===== config.mk =====
export PLATFORM = sky130hd
export DESIGN_NAME = fme_mgmt_top
export DESIGN_NICKNAME = d
export VERILOG_FILES = /design/src/hw/fme_csr_pkg.sv /design/src/hw/fme_msg_pkg.sv /design/src/hw/fme_regbus_if.sv /design/src/hw/fme_mmio_front.sv /design/src/hw/fme_err_csr.sv /design/src/hw/fme_irq_msg.sv /design/src/hw/fme_mgmt_top.sv
export SDC_FILE = /design/constraint.sdc
export NUM_CORES = 1
export LEC_CHECK = 0
export BUFFER_PORTS_ARGS = -buffer_cell sky130_fd_sc_hd__buf_2
export CAP_MARGIN = 20
export CELL_PAD_IN_SITES_DETAIL_PLACEMENT = 1
export CELL_PAD_IN_SITES_GLOBAL_PLACEMENT = 2
export CORE_UTILIZATION = 25
export CTS_BUF_LIST = sky130_fd_sc_hd__clkbuf_4
export DETAILED_ROUTE_END_ITERATION = 10
export PLACE_DENSITY = 0.58
export SYNTH_ARGS = -nofsm -noshare
export SYNTH_HDL_FRONTEND = slang
export SYNTH_HIERARCHICAL = 1
export SYNTH_SLANG_ARGS = --single-unit

===== constraint.sdc =====
create_clock -name clk -period 4.3 [get_ports clk]
set_clock_uncertainty 0.15 [all_clocks]
set_input_delay 0.43 -clock clk [delete_from_list [all_inputs] [get_ports clk]]
set_output_delay 0.43 -clock clk [all_outputs]
set_load 0.02 [all_outputs]

===== src/hw/fme_csr_pkg.sv =====
// Register map of the management block. Word addressed, 64-bit registers
// Status bits 0..3 come from fabric levels, bits 4..6 from software injection

package fme_csr_pkg;

   //----------------------------------------------------------------------
   // Register bus geometry
   //----------------------------------------------------------------------
   localparam int REG_ADDR_W = 4;          // Word address, 16 slots
   localparam int REG_DATA_W = 64;

   // Word addresses, everything above ADDR_ERR_FIRST is unmapped
   localparam logic [REG_ADDR_W-1:0] ADDR_DFH        = 4'd0;
   localparam logic [REG_ADDR_W-1:0] ADDR_SCRATCH    = 4'd1;
   localparam logic [REG_ADDR_W-1:0] ADDR_ERR_STATUS = 4'd2;  // Sticky, W1C
   localparam logic [REG_ADDR_W-1:0] ADDR_ERR_MASK   = 4'd3;
   localparam logic [REG_ADDR_W-1:0] ADDR_ERR_INJECT = 4'd4;
   localparam logic [REG_ADDR_W-1:0] ADDR_ERR_FIRST  = 4'd5;  // Write clears

   //----------------------------------------------------------------------
   // Error vector layout
   //----------------------------------------------------------------------
   // Bit 0 parity, bit 1 fabric, bits 2..3 generic
   localparam int N_ERR_SRC = 4;

   // Injected errors, same order as ERR_INJECT bits 0..2
   localparam int ERR_BIT_CAT_INJ  = 4;    // Catastrophic
   localparam int ERR_BIT_FAT_INJ  = 5;    // Fatal
   localparam int ERR_BIT_WARN_INJ = 6;    // Warning

   localparam int N_ERR     = 7;           // Upper status bits read 0
   localparam int N_ERR_INJ = N_ERR - N_ERR_SRC;

   typedef logic [N_ERR-1:0] err_vec_t;

   //----------------------------------------------------------------------
   // Device feature header fields
   //----------------------------------------------------------------------
   localparam int DFH_ID_W     = 12;       // Bits 11:0
   localparam int DFH_NEXT_W   = 24;       // Bits 39:16
   localparam int DFH_NEXT_LSB = 16;
   localparam int DFH_EOL_BIT  = 40;       // End of feature list

   localparam logic [DFH_ID_W-1:0] DFH_FEATURE_ID = 12'h0FE;

   // Reset values
   localparam err_vec_t ERR_MASK_RESET = '0;  // All sources enabled

endpackage


===== src/hw/fme_msg_pkg.sv =====
// Command and message types shared by the register path and the IRQ sender
// Message is a single address plus data write, no byte enables

package fme_msg_pkg;

   //----------------------------------------------------------------------
   // Decoded register command
   //----------------------------------------------------------------------
   typedef enum logic [1:0] {
      CMD_IDLE  = 2'd0,    // No request this cycle
      CMD_READ  = 2'd1,
      CMD_WRITE = 2'd2
   } reg_cmd_t;

   //----------------------------------------------------------------------
   // Interrupt sender FSM
   //----------------------------------------------------------------------
   typedef enum logic {
      MSG_IDLE = 1'b0,
      MSG_SEND = 1'b1      // msg_valid held until msg_ready
   } msg_state_t;

   // Outbound message fields
   localparam int MSG_ADDR_W = 20;
   localparam int MSG_DATA_W = 64;

endpackage


===== src/hw/fme_regbus_if.sv =====
// Decoded register request, one cycle per command
// rdata is combinational from addr, the requester samples it

`timescale 1ns/10ps

interface fme_regbus_if
   import fme_csr_pkg::*;
   import fme_msg_pkg::*;
();

   reg_cmd_t              cmd;      // CMD_IDLE between requests
   logic [REG_ADDR_W-1:0] addr;     // Word address
   logic [REG_DATA_W-1:0] wdata;    // Valid with CMD_WRITE
   logic [REG_DATA_W-1:0] rdata;    // Same-cycle read data

   // Request side
   modport master (
      output cmd,
      output addr,
      output wdata,
      input  rdata
   );

   // Register block side
   modport slave (
      input  cmd,
      input  addr,
      input  wdata,
      output rdata
   );

endinterface


===== src/hw/fme_mmio_front.sv =====
// Host side of the register path. No backpressure, a request may come every cycle
// Read response arrives two edges after the request is sampled

`timescale 1ns/10ps

module fme_mmio_front
   import fme_csr_pkg::*;
   import fme_msg_pkg::*;
(
   input  logic                  clk,
   input  logic                  rst_n,
   input  logic                  host_valid,
   input  logic                  host_write,
   input  logic [REG_ADDR_W-1:0] host_addr,
   input  logic [REG_DATA_W-1:0] host_wdata,
   output logic                  host_rvalid,
   output logic [REG_DATA_W-1:0] host_rdata,
   fme_regbus_if.master          bus
);

   logic rd_pend;    // Read command on the bus this cycle

   //----------------------------------------------------------------------
   // Request stage, edge N
   //----------------------------------------------------------------------
   always_ff @(posedge clk) begin
      if (!rst_n) begin
         bus.cmd <= CMD_IDLE;
         rd_pend <= 1'b0;
      end else begin
         bus.cmd <= CMD_IDLE;                  // One-cycle command
         if (host_valid) begin
            bus.cmd <= host_write ? CMD_WRITE : CMD_READ;
         end
         rd_pend <= host_valid & ~host_write;
      end
   end

   // Address and data ride along with the command
   always_ff @(posedge clk) begin
      if (host_valid) begin
         bus.addr  <= host_addr;
         bus.wdata <= host_wdata;
      end
   end

   //----------------------------------------------------------------------
   // Response stage, edge N+1
   //----------------------------------------------------------------------
   always_ff @(posedge clk) begin
      if (!rst_n) begin
         host_rvalid <= 1'b0;
      end else begin
         host_rvalid <= rd_pend;               // Single-cycle strobe
      end
   end

   always_ff @(posedge clk) begin
      if (rd_pend) begin
         host_rdata <= bus.rdata;              // Hold last read data
      end
   end

endmodule


===== src/hw/fme_err_csr.sv =====
// Register file with sticky error capture. Sources are levels, a held source
// wins over a W1C clear in the same cycle. Unmapped words read 0, writes dropped

`timescale 1ns/10ps

module fme_err_csr
   import fme_csr_pkg::*;
   import fme_msg_pkg::*;
#(
   parameter logic [DFH_NEXT_W-1:0] NEXT_DFH_OFFSET = 24'h010000
)
(
   input  logic                 clk,
   input  logic                 rst_n,
   fme_regbus_if.slave          bus,
   input  logic [N_ERR_SRC-1:0] err_src,
   output logic                 err_summary
);

   logic [REG_DATA_W-1:0] dfh;
   logic [REG_DATA_W-1:0] scratch;
   err_vec_t              err_status;
   err_vec_t              err_mask;
   err_vec_t              err_first;
   logic [N_ERR_INJ-1:0]  err_inject;   // Bit 0 cat, 1 fat, 2 warn

   err_vec_t              err_set;      // Error levels this cycle
   err_vec_t              err_clr;      // W1C bits this cycle
   logic                  wr_en;

   assign wr_en = (bus.cmd == CMD_WRITE);

   //----------------------------------------------------------------------
   // Feature header, constant
   //----------------------------------------------------------------------
   always_comb begin
      dfh                                = '0;
      dfh[DFH_ID_W-1:0]                  = DFH_FEATURE_ID;
      dfh[DFH_NEXT_LSB +: DFH_NEXT_W]    = NEXT_DFH_OFFSET;
      dfh[DFH_EOL_BIT]                   = 1'b1;    // Last feature in list
   end

   //----------------------------------------------------------------------
   // Plain read/write registers
   //----------------------------------------------------------------------
   always_ff @(posedge clk) begin
      if (!rst_n) begin
         scratch    <= '0;
         err_mask   <= ERR_MASK_RESET;
         err_inject <= '0;
      end else if (wr_en) begin
         case (bus.addr)
            ADDR_SCRATCH:    scratch    <= bus.wdata;
            ADDR_ERR_MASK:   err_mask   <= bus.wdata[N_ERR-1:0];
            ADDR_ERR_INJECT: err_inject <= bus.wdata[N_ERR_INJ-1:0];
            default: begin
               // DFH, status and first error handled elsewhere
            end
         endcase
      end
   end

   //----------------------------------------------------------------------
   // Error status and first-error capture
   //----------------------------------------------------------------------
   // Fabric levels in the low bits, injection as levels above them
   always_comb begin
      err_set                   = '0;
      err_set[N_ERR_SRC-1:0]    = err_src;
      err_set[ERR_BIT_CAT_INJ]  = err_inject[0];
      err_set[ERR_BIT_FAT_INJ]  = err_inject[1];
      err_set[ERR_BIT_WARN_INJ] = err_inject[2];
   end

   always_comb begin
      err_clr = '0;
      if (wr_en && bus.addr == ADDR_ERR_STATUS) begin
         err_clr = bus.wdata[N_ERR-1:0];
      end
   end

   always_ff @(posedge clk) begin
      if (!rst_n) begin
         err_status <= '0;
         err_first  <= '0;
      end else begin
         // Set after clear, so a live source keeps its bit
         err_status <= (err_status & ~err_clr) | err_set;

         if (wr_en && bus.addr == ADDR_ERR_FIRST) begin
            err_first <= '0;
         end else if (err_status == '0 && err_set != '0) begin
            err_first <= err_set;              // Only from a clean status
         end
      end
   end

   // Unmasked summary, one edge behind the status
   always_ff @(posedge clk) begin
      if (!rst_n) begin
         err_summary <= 1'b0;
      end else begin
         err_summary <= |(err_status & ~err_mask);
      end
   end

   //----------------------------------------------------------------------
   // Read mux, same cycle as the command
   //----------------------------------------------------------------------
   always_comb begin
      bus.rdata = '0;
      case (bus.addr)
         ADDR_DFH:        bus.rdata                = dfh;
         ADDR_SCRATCH:    bus.rdata                = scratch;
         ADDR_ERR_STATUS: bus.rdata[N_ERR-1:0]     = err_status;
         ADDR_ERR_MASK:   bus.rdata[N_ERR-1:0]     = err_mask;
         ADDR_ERR_INJECT: bus.rdata[N_ERR_INJ-1:0] = err_inject;
         ADDR_ERR_FIRST:  bus.rdata[N_ERR-1:0]     = err_first;
         default:         bus.rdata                = '0;    // Unmapped
      endcase
   end

endmodule


===== src/hw/fme_irq_msg.sv =====
// Interrupt message sender. One message per rising summary, edges that arrive
// while a message waits for msg_ready merge into it

`timescale 1ns/10ps

module fme_irq_msg
   import fme_msg_pkg::*;
#(
   parameter logic [MSG_ADDR_W-1:0] IRQ_MSG_ADDR = 20'h80010,
   parameter logic [MSG_DATA_W-1:0] IRQ_VECTOR   = 64'd6
)
(
   input  logic                  clk,
   input  logic                  rst_n,
   input  logic                  err_summary,
   output logic                  msg_valid,
   output logic [MSG_ADDR_W-1:0] msg_addr,
   output logic [MSG_DATA_W-1:0] msg_data,
   input  logic                  msg_ready
);

   msg_state_t state;
   msg_state_t state_nxt;
   logic       summary_q;     // Previous summary
   logic       summary_rise;

   //----------------------------------------------------------------------
   // Rising edge of the error summary
   //----------------------------------------------------------------------
   always_ff @(posedge clk) begin
      if (!rst_n) begin
         summary_q <= 1'b0;
      end else begin
         summary_q <= err_summary;
      end
   end

   assign summary_rise = err_summary & ~summary_q;

   //----------------------------------------------------------------------
   // Sender FSM
   //----------------------------------------------------------------------
   always_comb begin
      state_nxt = state;
      case (state)
         MSG_IDLE: begin
            if (summary_rise) begin
               state_nxt = MSG_SEND;
            end
         end
         MSG_SEND: begin
            if (msg_ready) begin
               state_nxt = MSG_IDLE;           // Transfer on this edge
            end
         end
         default: state_nxt = MSG_IDLE;
      endcase
   end

   always_ff @(posedge clk) begin
      if (!rst_n) begin
         state <= MSG_IDLE;
      end else begin
         state <= state_nxt;
      end
   end

   // Error to msg_valid is three edges: status, summary, FSM
   assign msg_valid = (state == MSG_SEND);

   // Fixed payload, stable for the whole handshake
   assign msg_addr  = IRQ_MSG_ADDR;
   assign msg_data  = IRQ_VECTOR;

endmodule


===== src/hw/fme_mgmt_top.sv =====
// Management block top. Single clock, synchronous active-low reset
// Host bus has no ready, the message port obeys msg_ready

`timescale 1ns/10ps

module fme_mgmt_top
   import fme_csr_pkg::*;
   import fme_msg_pkg::*;
#(
   parameter logic [DFH_NEXT_W-1:0] NEXT_DFH_OFFSET = 24'h010000,
   parameter logic [MSG_ADDR_W-1:0] IRQ_MSG_ADDR    = 20'h80010,
   parameter logic [MSG_DATA_W-1:0] IRQ_VECTOR      = 64'd6
)
(
   input  logic                  clk,
   input  logic                  rst_n,
   // Host register requests
   input  logic                  host_valid,
   input  logic                  host_write,
   input  logic [REG_ADDR_W-1:0] host_addr,
   input  logic [REG_DATA_W-1:0] host_wdata,
   output logic                  host_rvalid,
   output logic [REG_DATA_W-1:0] host_rdata,
   // Fabric error levels
   input  logic [N_ERR_SRC-1:0]  err_src,
   // Outbound interrupt message
   output logic                  msg_valid,
   output logic [MSG_ADDR_W-1:0] msg_addr,
   output logic [MSG_DATA_W-1:0] msg_data,
   input  logic                  msg_ready
);

   logic err_summary;    // Registered unmasked error level

   fme_regbus_if bus_if ();

   //----------------------------------------------------------------------
   // Register path
   //----------------------------------------------------------------------
   fme_mmio_front fme_mmio_front_inst (
      .clk         (clk),
      .rst_n       (rst_n),
      .host_valid  (host_valid),
      .host_write  (host_write),
      .host_addr   (host_addr),
      .host_wdata  (host_wdata),
      .host_rvalid (host_rvalid),
      .host_rdata  (host_rdata),
      .bus         (bus_if)
   );

   fme_err_csr #(
      .NEXT_DFH_OFFSET (NEXT_DFH_OFFSET)
   ) fme_err_csr_inst (
      .clk         (clk),
      .rst_n       (rst_n),
      .bus         (bus_if),
      .err_src     (err_src),
      .err_summary (err_summary)
   );

   //----------------------------------------------------------------------
   // Interrupt message
   //----------------------------------------------------------------------
   fme_irq_msg #(
      .IRQ_MSG_ADDR (IRQ_MSG_ADDR),
      .IRQ_VECTOR   (IRQ_VECTOR)
   ) fme_irq_msg_inst (
      .clk         (clk),
      .rst_n       (rst_n),
      .err_summary (err_summary),
      .msg_valid   (msg_valid),
      .msg_addr    (msg_addr),
      .msg_data    (msg_data),
      .msg_ready   (msg_ready)
   );

endmodule


Word level (Yosys, flattened, before mapping):

Index checks and enable logic that the tools add are counted.

* register bits: 227
* input bits: 77
* output and inout bits: 150
* logic and storage cells: 51

* equal/unequal tests: 6
* mux-type cells: 8
* bitwise gates (word level): 11
* reduce and logical (&&, ||, !) cells: 12

Operators by type and width (number)
* $pmux W57 S2: 1
* $pmux W4 S5: 1
* $pmux W3 S6: 1
* $and A7 B7 Y7: 2
* $not A7 Y7: 2
* $eq A4 B2 Y1 const B: 2
* $eq A4 B3 Y1 const B: 2
* $reduce_and A2 Y1: 4
* $logic_not A7 Y1: 1
* $mux W7: 1
* $or A7 B7 Y7: 1
* $reduce_bool A7 Y1: 1
* $reduce_or A7 Y1: 1
* $eq A4 B1 Y1 const B: 1
* $logic_not A4 Y1: 1
* $not A1 Y1: 4
* $logic_and A1 B1 Y1: 3
* $and A1 B1 Y1: 2
* $eq A2 B2 Y1 const B: 1
* $mux W1: 2
* $mux W2: 1
* $pmux W1 S2: 1
* $reduce_or A2 Y1: 1

Depth between registers and ports, before layout:

Gate-level depths: netlist of the first run.

* word-level depth: 6
* gate-level depth with buffers: 5
* mapped depth without buffers: 3

Cells and area by module:

The synthesis of the first run kept the hierarchy.

Modules (own cells, without submodules)
* fme_err_csr: times used 1, cells an instance 529, area each 4488.1 um2, seq. area each 1781.7 um2
* fme_mmio_front: times used 1, cells an instance 140, area each 4075.2 um2, seq. area each 4043.9 um2
* fme_irq_msg: times used 1, cells an instance 92, area each 718.2 um2, seq. area each 40.0 um2

Least setup slack after synthesis of the first run:

Ideal clock, no wire load.

* kind: register -> register
* from: register fme_mmio_front_inst.rd_pend
* to: register fme_mmio_front_inst.host_rdata[0], enable pin
* library setup time: 427 ps
* data arrival time: 1680 ps
* data required time: 3723 ps
* path slack: 2043 ps
* cell stages (with the launch flop): 1
* path buffers: 0
* clock period less this slack: 2257 ps
* cell sequence: dfxtp_1

RTL lines
* from (decl): line fme_mmio_front.sv:21 `logic rd_pend;`
* from (signal assigned): line fme_mmio_front.sv:35 `rd_pend <= host_valid & ~host_write;`
* to (signal assigned): line fme_mmio_front.sv:60 `host_rdata <= bus.rdata;`
* to (decl): line fme_mmio_front.sv:17 `output logic [REG_DATA_W-1:0] host_rdata,`

No word-level cell between the ends.

Worst setup path after layout of the first run:

* from: register fme_mmio_front_inst.bus.addr[0]
* to: register fme_err_csr_inst.scratch[36]

* longest elaborated chain between the ends: 2

RTL lines
* from (decl): line fme_regbus_if.sv:19 `output addr,`
* from (signal assigned): line fme_mmio_front.sv:42 `bus.addr <= host_addr;`
* $eq A4 B1 Y1: line fme_err_csr.sv:52 `case (bus.addr)`
* $reduce_and A2 Y1 (no source line)
* to (signal assigned): line fme_err_csr.sv:53 `ADDR_SCRATCH: scratch <= bus.wdata;`
* to (decl): line fme_err_csr.sv:21 `logic [REG_DATA_W-1:0] scratch;`

No other way between the ends.
A chain may end at the register's enable or synchronous reset.

==> impl_metrics.csv, run 1 <==
group,metric,value,unit
setup_path,critical_path.max_fanout,64,
detailed_routing,wl_met3,1.12,mm
synth,synth_top_family_by_area,"compound AO/OA/AOI/OAI gates",
detailed_routing,wl_met1,10.9,mm
synth,synth_compound_area_share,14.2,%
power_and_ir_drop,leakagePower,4.44,nW
setup_path,cp_top_family,"simple AND/OR/NAND/NOR gates",
cts,hold_buffers,74,
cts,cts_tree,"yes",
power_and_ir_drop,powerDensity,427,nW/µm²
synth,yosys.area_share.simple,11.0,%
final_layout,layout.nets,1070,
synth,synth_mux_area_share,0.998,%
synth,synth_edf_count,132,
sta,max_slew.worst_pin.slew,1.06,ns
setup_path,crit_buf_inv,0,
global_route,grt_remaining_overflow,0,
cts,cts-root-buf,"clkbuf_4",
placed_design,postPlaceCellArea,10000,µm²
cts,clock_path_buffers,3,
floorplanning,die-area,37900,µm²
final_layout,final_cell_mix,"buf_2 (140), edfxtp_1 (132), clkbuf_4 (108)",
synth,synthFlopType,"edfxtp_1",
hold_path,holdCritStartpoint,"rst_n",
synth,synth-xor-area-share,0,%
outcome,outcome,"complete, no violations",
setup_path,worstSetupEndpointType,"register",
hold_path,worstHoldPathType,"in2reg",
sta,rsz0062_at_grt,"false",
hold_path,hold_path_depth,2,
synth,syn_area_per_cell,12.2,µm²
setup_path,r2r-end,"fme_err_csr_inst/scratch[36]$_SDFFE_PN0P_",
final_layout,stdcell_area,11700,µm²
final_layout,drive_gt1_share,25.9,%
placed_design,hpwl,14.0,mm
sta,max_freq,403,MHz
floorplanning,pin_count,227,
cts,cts_buffers,69,
final_layout,multi_input_area,2770,µm²
detailed_routing,ant_nets,0,
synth,syn-cell-area,9280,µm²
detailed_routing,vias_per_cell,4.23,
synth,synth-adder-area-share,0,%
synth,yosysWarnings,6,
setup_path,r2r-start,"fme_mmio_front_inst/bus.addr[0]$_DFFE_PP_",
floorplanning,die_w,195,µm
cts,clk_pin_slew,0.06,ns
setup_path,crit_required,4.69,ns
detailed_routing,vias,6407,
sta,period_needed,2.48,ns
hold_path,hold_end,"fme_err_csr_inst/err_status[4]$_SDFF_PN0_",
synth,synth_cell_type_count,50,
detailed_routing,wirelength,24.5,mm
global_route,antenna_found_initial,1,
detailed_routing,drc,0,
run,maxCapViolCount,0,
global_route,grt_max_degree,103,
sta,slew_viol_final,0,
detailed_routing,drt_iter0_drc,285,
sta,setup_tns,0,ns
setup_path,crit_path_top_delay_cell,"or4b_4",
floorplanning,start_util,25.4,%
placed_design,gp_congestion,0.745,
sta,relSlewSlack,29.2,%
detailed_routing,drtPass1Iterations,4,
sta,final-hold-violation-count,0,
synth,synth_top_area_share,42.7,%
setup_path,criticalPathCategory,"reg2reg",
sta,whs,0.293,ns
detailed_routing,wl_met2,11.9,mm
setup_path,cp_slowest_stage_delay,0.94,ns
global_route,track_usage,13.0,%
synth,ys_async_sr_fraction,0,%
sta,finalSetupViolCount,0,
placed_design,io_buffer_count,142,
global_route,grt_pass1_vias,6711,
floorplanning,rows,70,
final_layout,final_common_cell,"buf_2",
final_layout,syn_to_final_growth,25.8,%
floorplanning,core_area,36600,µm²
detailed_routing,highest_layer,"met4",
synth,synth_seq_area_share,63.2,%
setup_path,regToRegSetupSlack,1.82,ns
cts,post_cts_buffers,0,
cts,htree_levels,3,
setup_path,critical_path.cell_chain,"or4b_4 -> o21ai_0 -> a21boi_0",
synth,yosys.area.top_type,"edfxtp_1",
global_route,grt_pass1_wl,37.8,mm
floorplanning,die_h,195,µm
synth,ys_seq_elements,227,
synth,synthCells,761,
detailed_routing,wire_per_inst,16.1,µm
setup_path,start_kind,"register",
setup_path,r2r_cells,3,
final_layout,register_area,5870,µm²
synth,synth_area_leaders,"edfxtp_1 (43%), dfxtp_1 (20%), buf_4 (7.0%), a21boi_1 (5.5%), nand3_1 (4.0%)",
power_and_ir_drop,vdd_drop_max,0.000149,V
cts,numClockSinks,227,
cts,clkLatencyLatePin,0.70,ns
sta,fin_crit_sh,57.8,%
final_layout,nFillCells,4082,
setup_path,worstPathArrival,2.87,ns
cts,cts_resized,0,
-- flip-flops by register name (all words and copies together) (netlist names), 3 cells and up --
name                            cells
fme_err_csr_inst/err_first          7
fme_err_csr_inst/err_status         7
fme_mmio_front_inst/host_rdata     64
fme_err_csr_inst/err_inject         3
fme_mmio_front_inst/bus.wdata      64
fme_err_csr_inst/err_mask           7
fme_mmio_front_inst/bus.addr        4
fme_err_csr_inst/scratch           64
-- worst max-delay path by stage --
stage	start	end	cells past startpoint
5_1_grt	fme_mmio_front_inst/bus.addr[0]$_DFFE_PP_	fme_err_csr_inst/scratch[42]$_SDFFE_PN0P_	4
2_1_floorplan	fme_mmio_front_inst/rd_pend$_SDFF_PN0_	fme_mmio_front_inst/host_rdata[0]$_DFFE_PP_	0
6_report	fme_mmio_front_inst/bus.addr[0]$_DFFE_PP_	fme_err_csr_inst/scratch[36]$_SDFFE_PN0P_	3
3_3_place_gp	fme_mmio_front_inst/bus.addr[0]$_DFFE_PP_	fme_err_csr_inst/scratch[38]$_SDFFE_PN0P_	3
3_5_place_dp	fme_mmio_front_inst/bus.addr[0]$_DFFE_PP_	fme_err_csr_inst/scratch[37]$_SDFFE_PN0P_	3
4_1_cts	fme_mmio_front_inst/bus.addr[0]$_DFFE_PP_	fme_err_csr_inst/scratch[36]$_SDFFE_PN0P_	3
-- where the power goes --
| part | leakage (nW) | internal (mW) | total [mW] | switching (mW) |
|---|---|---|---|---|
| combinational | 1.83 | 0.121 | 0.333 | 0.212 |
| clock | 0.552 | 1.26 | 2.22 | 0.963 |
| sequential | 2.06 | 2.38 | 2.43 | 0.0574 |
| total | 4.44 | 3.75 | 4.99 | 1.23 |
-- Yosys cell counts (4+ instances only) --
library cell,number
mux2i_1,7
buf_6,9
o21a_1,8
o21ai_1,60
o211ai_1,13
nand2_1,9
dfxtp_1,95
a221o_1,5
buf_2,11
clkbuf_1,33
o22ai_1,4
and2_1,56
a221oi_1,4
a21oi_1,4
nand3_1,74
a31oi_1,7
a21boi_1,68
inv_1,11
a21boi_0,6
buf_4,86
edfxtp_1,132
o21ai_0,16
-- layout make-up --
| type | instances | area share (%) |
|---|---|---|
| Tap cell | 468 | 5.01 |
| Antenna cell | 2 | 0.0428 |
| Clock buffer | 108 | 6.94 |
| Inverter | 11 | 0.354 |
| Clock inverter | 16 | 0.975 |
| Timing Repair Buffer | 220 | 12.7 |
| Sequential cell | 227 | 50.3 |
| Multi-Input combinational cell | 464 | 23.7 |
-- metrics by stage --
stage / utilization, % / setup WS, ns / cells / total power, mW
3_3_place_gp: 27.3 / 1.82 / 1316 / 2.77
4_1_cts: 31.9 / 1.80 / 1514 / 5.13
5_1_grt: 31.9 / 1.57 / 1516 / 5.24
2_1_floorplan: - / 2.04 / 843 / 2.71
3_5_place_dp: 27.3 / 1.80 / 1316 / 2.77
6_report: 31.9 / 1.82 / 1516 / 4.99
-- kinds of logic (layout without fill, tap and decap cells) --
| logic type | after synthesis | after routing |
|---|---|---|
| flip-flops | 227 | 227 |
| AND/OR/NAND/NOR | 170 | 170 |
| buffers and inverters | 152 | 355 |
| AO/OA/AOI/OAI | 201 | 201 |
| multiplexers | 9 | 9 |
| other | 2 | 86 |
-- metal layers --
layer,vias up,track usage [%]
met5,-,0
met4,0,6.35
met3,48,3.00
met2,175,21.5
met1,3092,15.8
li1,3092,-
-- worst reg2reg max path, delay by kind of cell (launching register included) --
family / cells / cell delay [ns]
simple gates: 1 / 0.94
compound gates: 2 / 0.39
flops: 1 / 0.87
Note: power is estimated with default switching activity, not from simulation.
==> run 2, diff against run 1 <==
--- a/config.mk
+++ b/config.mk
@@ -5,6 +5,7 @@
 export SDC_FILE = /design/constraint.sdc
 export NUM_CORES = 1
 export LEC_CHECK = 0
+export ABC_AREA = 1
 export BUFFER_PORTS_ARGS = -buffer_cell sky130_fd_sc_hd__buf_2
 export CAP_MARGIN = 20
 export CELL_PAD_IN_SITES_DETAIL_PLACEMENT = 1
@@ -12,7 +13,7 @@
 export CORE_UTILIZATION = 25
 export CTS_BUF_LIST = sky130_fd_sc_hd__clkbuf_4
 export DETAILED_ROUTE_END_ITERATION = 10
-export PLACE_DENSITY = 0.58
+export PLACE_DENSITY = 0.6
 export SYNTH_ARGS = -nofsm -noshare
 export SYNTH_HDL_FRONTEND = slang
 export SYNTH_HIERARCHICAL = 1
==> constraint.sdc (replaced) <==
create_clock -name clk -period 2.4 [get_ports clk]
set_clock_uncertainty 0.15 [all_clocks]
set_input_delay 0.24 -clock clk [delete_from_list [all_inputs] [get_ports clk]]
set_output_delay 0.24 -clock clk [all_outputs]
set_load 0.02 [all_outputs]
==> impl_metrics.csv, run 2 <==
group,metric,value,unit
cts,cts_buffers,69,
detailed_routing,drt_iter0_drc,225,
sta,period_needed,1.94,ns
cts,post_cts_buffers,0,
detailed_routing,wl_met1,10.8,mm
setup_path,criticalPathCategory,"reg2reg",
setup_path,start_kind,"register",
setup_path,startpoint,"fme_mmio_front_inst/bus.addr[1]$_DFFE_PP_",
sta,rsz0062_at_grt,"false",
cts,htree_levels,3,
power_and_ir_drop,switching_share,24.1,%
cts,numClockSinks,227,
power_and_ir_drop,p_seq_share,49.2,%
cts,cts_tree,"yes",
floorplanning,rows,68,
floorplanning,die-area,36100,µm²
global_route,antenna_found_initial,1,
floorplanning,die_h,190,µm
synth,syn_area_per_cell,10.5,µm²
placed_design,gp_congestion,0.748,
synth,ys_top_cells_by_count,"nor2_1 (204), edfxtp_1 (132), dfxtp_1 (95), buf_4 (86), inv_1 (83)",
final_layout,layout.nets,1189,
detailed_routing,wirelength,23.3,mm
synth,yosysWarnings,6,
sta,relSlewSlack,66.1,%
setup_path,worstPathArrival,2.36,ns
synth,synthCells,842,
placed_design,io_buffer_count,142,
power_and_ir_drop,p_int,6.71,mW
floorplanning,core_area,34600,µm²
power_and_ir_drop,vdd_drop_max,0.000325,V
detailed_routing,wire_per_inst,14.4,µm
synth,synth_seq_area_share,66.3,%
power_and_ir_drop,leakagePower,4.63,nW
final_layout,final_cell_mix,"nor2_1 (204), buf_2 (141), edfxtp_1 (132)",
power_and_ir_drop,pwr-share-clk,44.3,%
setup_path,crit_required,2.82,ns
run,maxCapViolCount,0,
global_route,grt_pass1_vias,6642,
hold_path,holdCritStartpoint,"host_wdata[54]",
floorplanning,die_w,190,µm
detailed_routing,vias,6372,
power_and_ir_drop,pwr-share-comb,6.5,%
sta,setup_tns,0,ns
placed_design,postPlaceCellArea,9710,µm²
synth,yosys.area.top_type,"edfxtp_1",
sta,whs,0.137,ns
placed_design,dp_worst_setup_slack,0.416,ns
cts,clock_path_buffers,3,
final_layout,syn_to_final_growth,28.8,%
outcome,outcome,"complete, no violations",
floorplanning,start_util,25.5,%
placed_design,hpwl,14.4,mm
cts,clk_pin_slew,0.07,ns
final_layout,register_area,5870,µm²
cts,clkLatencyLatePin,0.66,ns
sta,finalSetupViolCount,0,
synth,syn-cell-area,8840,µm²
global_route,grt_remaining_overflow,0,
setup_path,r2r_cells,6,
detailed_routing,vias_per_cell,3.93,
detailed_routing,wl_met2,10.6,mm
sta,fin_ws,0.459,ns
detailed_routing,drc,0,
synth,synth_top_area_share,44.8,%
final_layout,drive_gt1_share,23.8,%
setup_path,r2r-start,"fme_mmio_front_inst/bus.addr[1]$_DFFE_PP_",
global_route,grt_pass1_wl,36.2,mm
power_and_ir_drop,switching_power,2.13,mW
detailed_routing,drtPass1Iterations,4,
synth,synth_cell_type_count,22,
setup_path,critical_path.max_fanout,36,
synth,synth_area_leaders,"edfxtp_1 (45%), dfxtp_1 (22%), nor2_1 (8.7%), buf_4 (7.3%), inv_1 (3.5%)",
power_and_ir_drop,powerDensity,776,nW/µm²
floorplanning,pin_count,227,
synth,ys_async_sr_fraction,0,%
final_layout,stdcell_area,11400,µm²
global_route,track_usage,13.2,%
detailed_routing,ant_nets,0,
hold_path,hold_path_depth,2,
sta,max_freq,515,MHz
global_route,grt_max_degree,65,
synth,synth_edf_count,132,
sta,fin_crit_sh,80.9,%
synth,synthFlopType,"edfxtp_1",
detailed_routing,highest_layer,"met4",
setup_path,worstSetupEndpointType,"register",
synth,ys_seq_elements,227,
sta,final-hold-violation-count,0,
cts,cts-root-buf,"clkbuf_4",
detailed_routing,wl_met3,1.33,mm
final_layout,nFillCells,3975,
cts,cts_resized,0,
final_layout,final_common_cell,"nor2_1",
hold_path,worstHoldPathType,"in2reg",
final_layout,reg_top3,"fme_err_csr_inst/scratch x64, fme_mmio_front_inst/bus.wdata x64, fme_mmio_front_inst/host_rdata x64",
synth,synth_most_common_cell,"nor2_1",
sta,slew_viol_final,0,
sta,max_slew.worst_pin.slew,0.507,ns
final_layout,multi_input_area,2090,µm²
run 2: cell type report:
cell class	instances	share of cell area (%)
sequential	227	51.5
multi-input combinational	497	18.3
timing repair buffer	231	14.2
clock buffer	107	7.05
tap	455	5.00
inverter	86	2.83
clock inverter	16	0.989
antenna	1	0.0220
run 2: worst paths after layout:
kind                                                 endpoint  slack, ns
setup / recovery    fme_err_csr_inst/scratch[29]$_SDFFE_PN0P_       0.46
hold / removal    fme_mmio_front_inst/bus.wdata[54]$_DFFE_PP_       0.14
setup reg to reg    fme_err_csr_inst/scratch[29]$_SDFFE_PN0P_       0.46
hold reg to reg         fme_irq_msg_inst/summary_q$_SDFF_PN0_       0.28
run 2: worst max-delay path, cell delays in order, from the launching register on:
cell	delay [ns]
edfxtp_1	0.46
nor2_4	0.26
nand2_4	0.20
nor2_4	0.15
buf_4	0.42
o21ai_1	0.12
nor2_1	0.10
run 2: through the flow:
stage | util, % | std cells | power [mW]
detailed placement | 28.0 | 1420 | 4.92
floorplan | - | 924 | 4.80
finish | 32.9 | 1620 | 8.84
global placement | 28.0 | 1420 | 4.92
CTS | 32.9 | 1619 | 9.08
global route | 32.9 | 1620 | 9.33
run 2: routing by layer:
layer / vias to the layer above / GRT usage (%)
met5: - / 0
met3: 49 / 3.84
li1: 3144 / -
met1: 2983 / 16.8
met4: 0 / 5.77
met2: 196 / 20.6
run 2: power groups by stage:
stage | sequential [mW] | clock [mW] | combinational (mW)
floorplan | 4.46 | 0 | 0.340
finish | 4.35 | 3.92 | 0.577
global placement | 4.43 | 0 | 0.481
detailed placement | 4.43 | 0 | 0.485
CTS | 4.35 | 4.14 | 0.584
global route | 4.36 | 4.33 | 0.634
run 2: what timing repair did:
action                                 4_1_cts  5_1_grt
setup endpoints to repair                    0        0
endpoints found under the hold margin      124        0
hold buffers                                76        0
run 2: cells by family after synthesis:
family                 share of synthesized area (%)
AND/OR/NAND/NOR                                 13.8
flip-flops                                      66.3
buffers and inverters                           13.5
AO/OA/AOI/OAI                                   6.21
other                                         0.0849
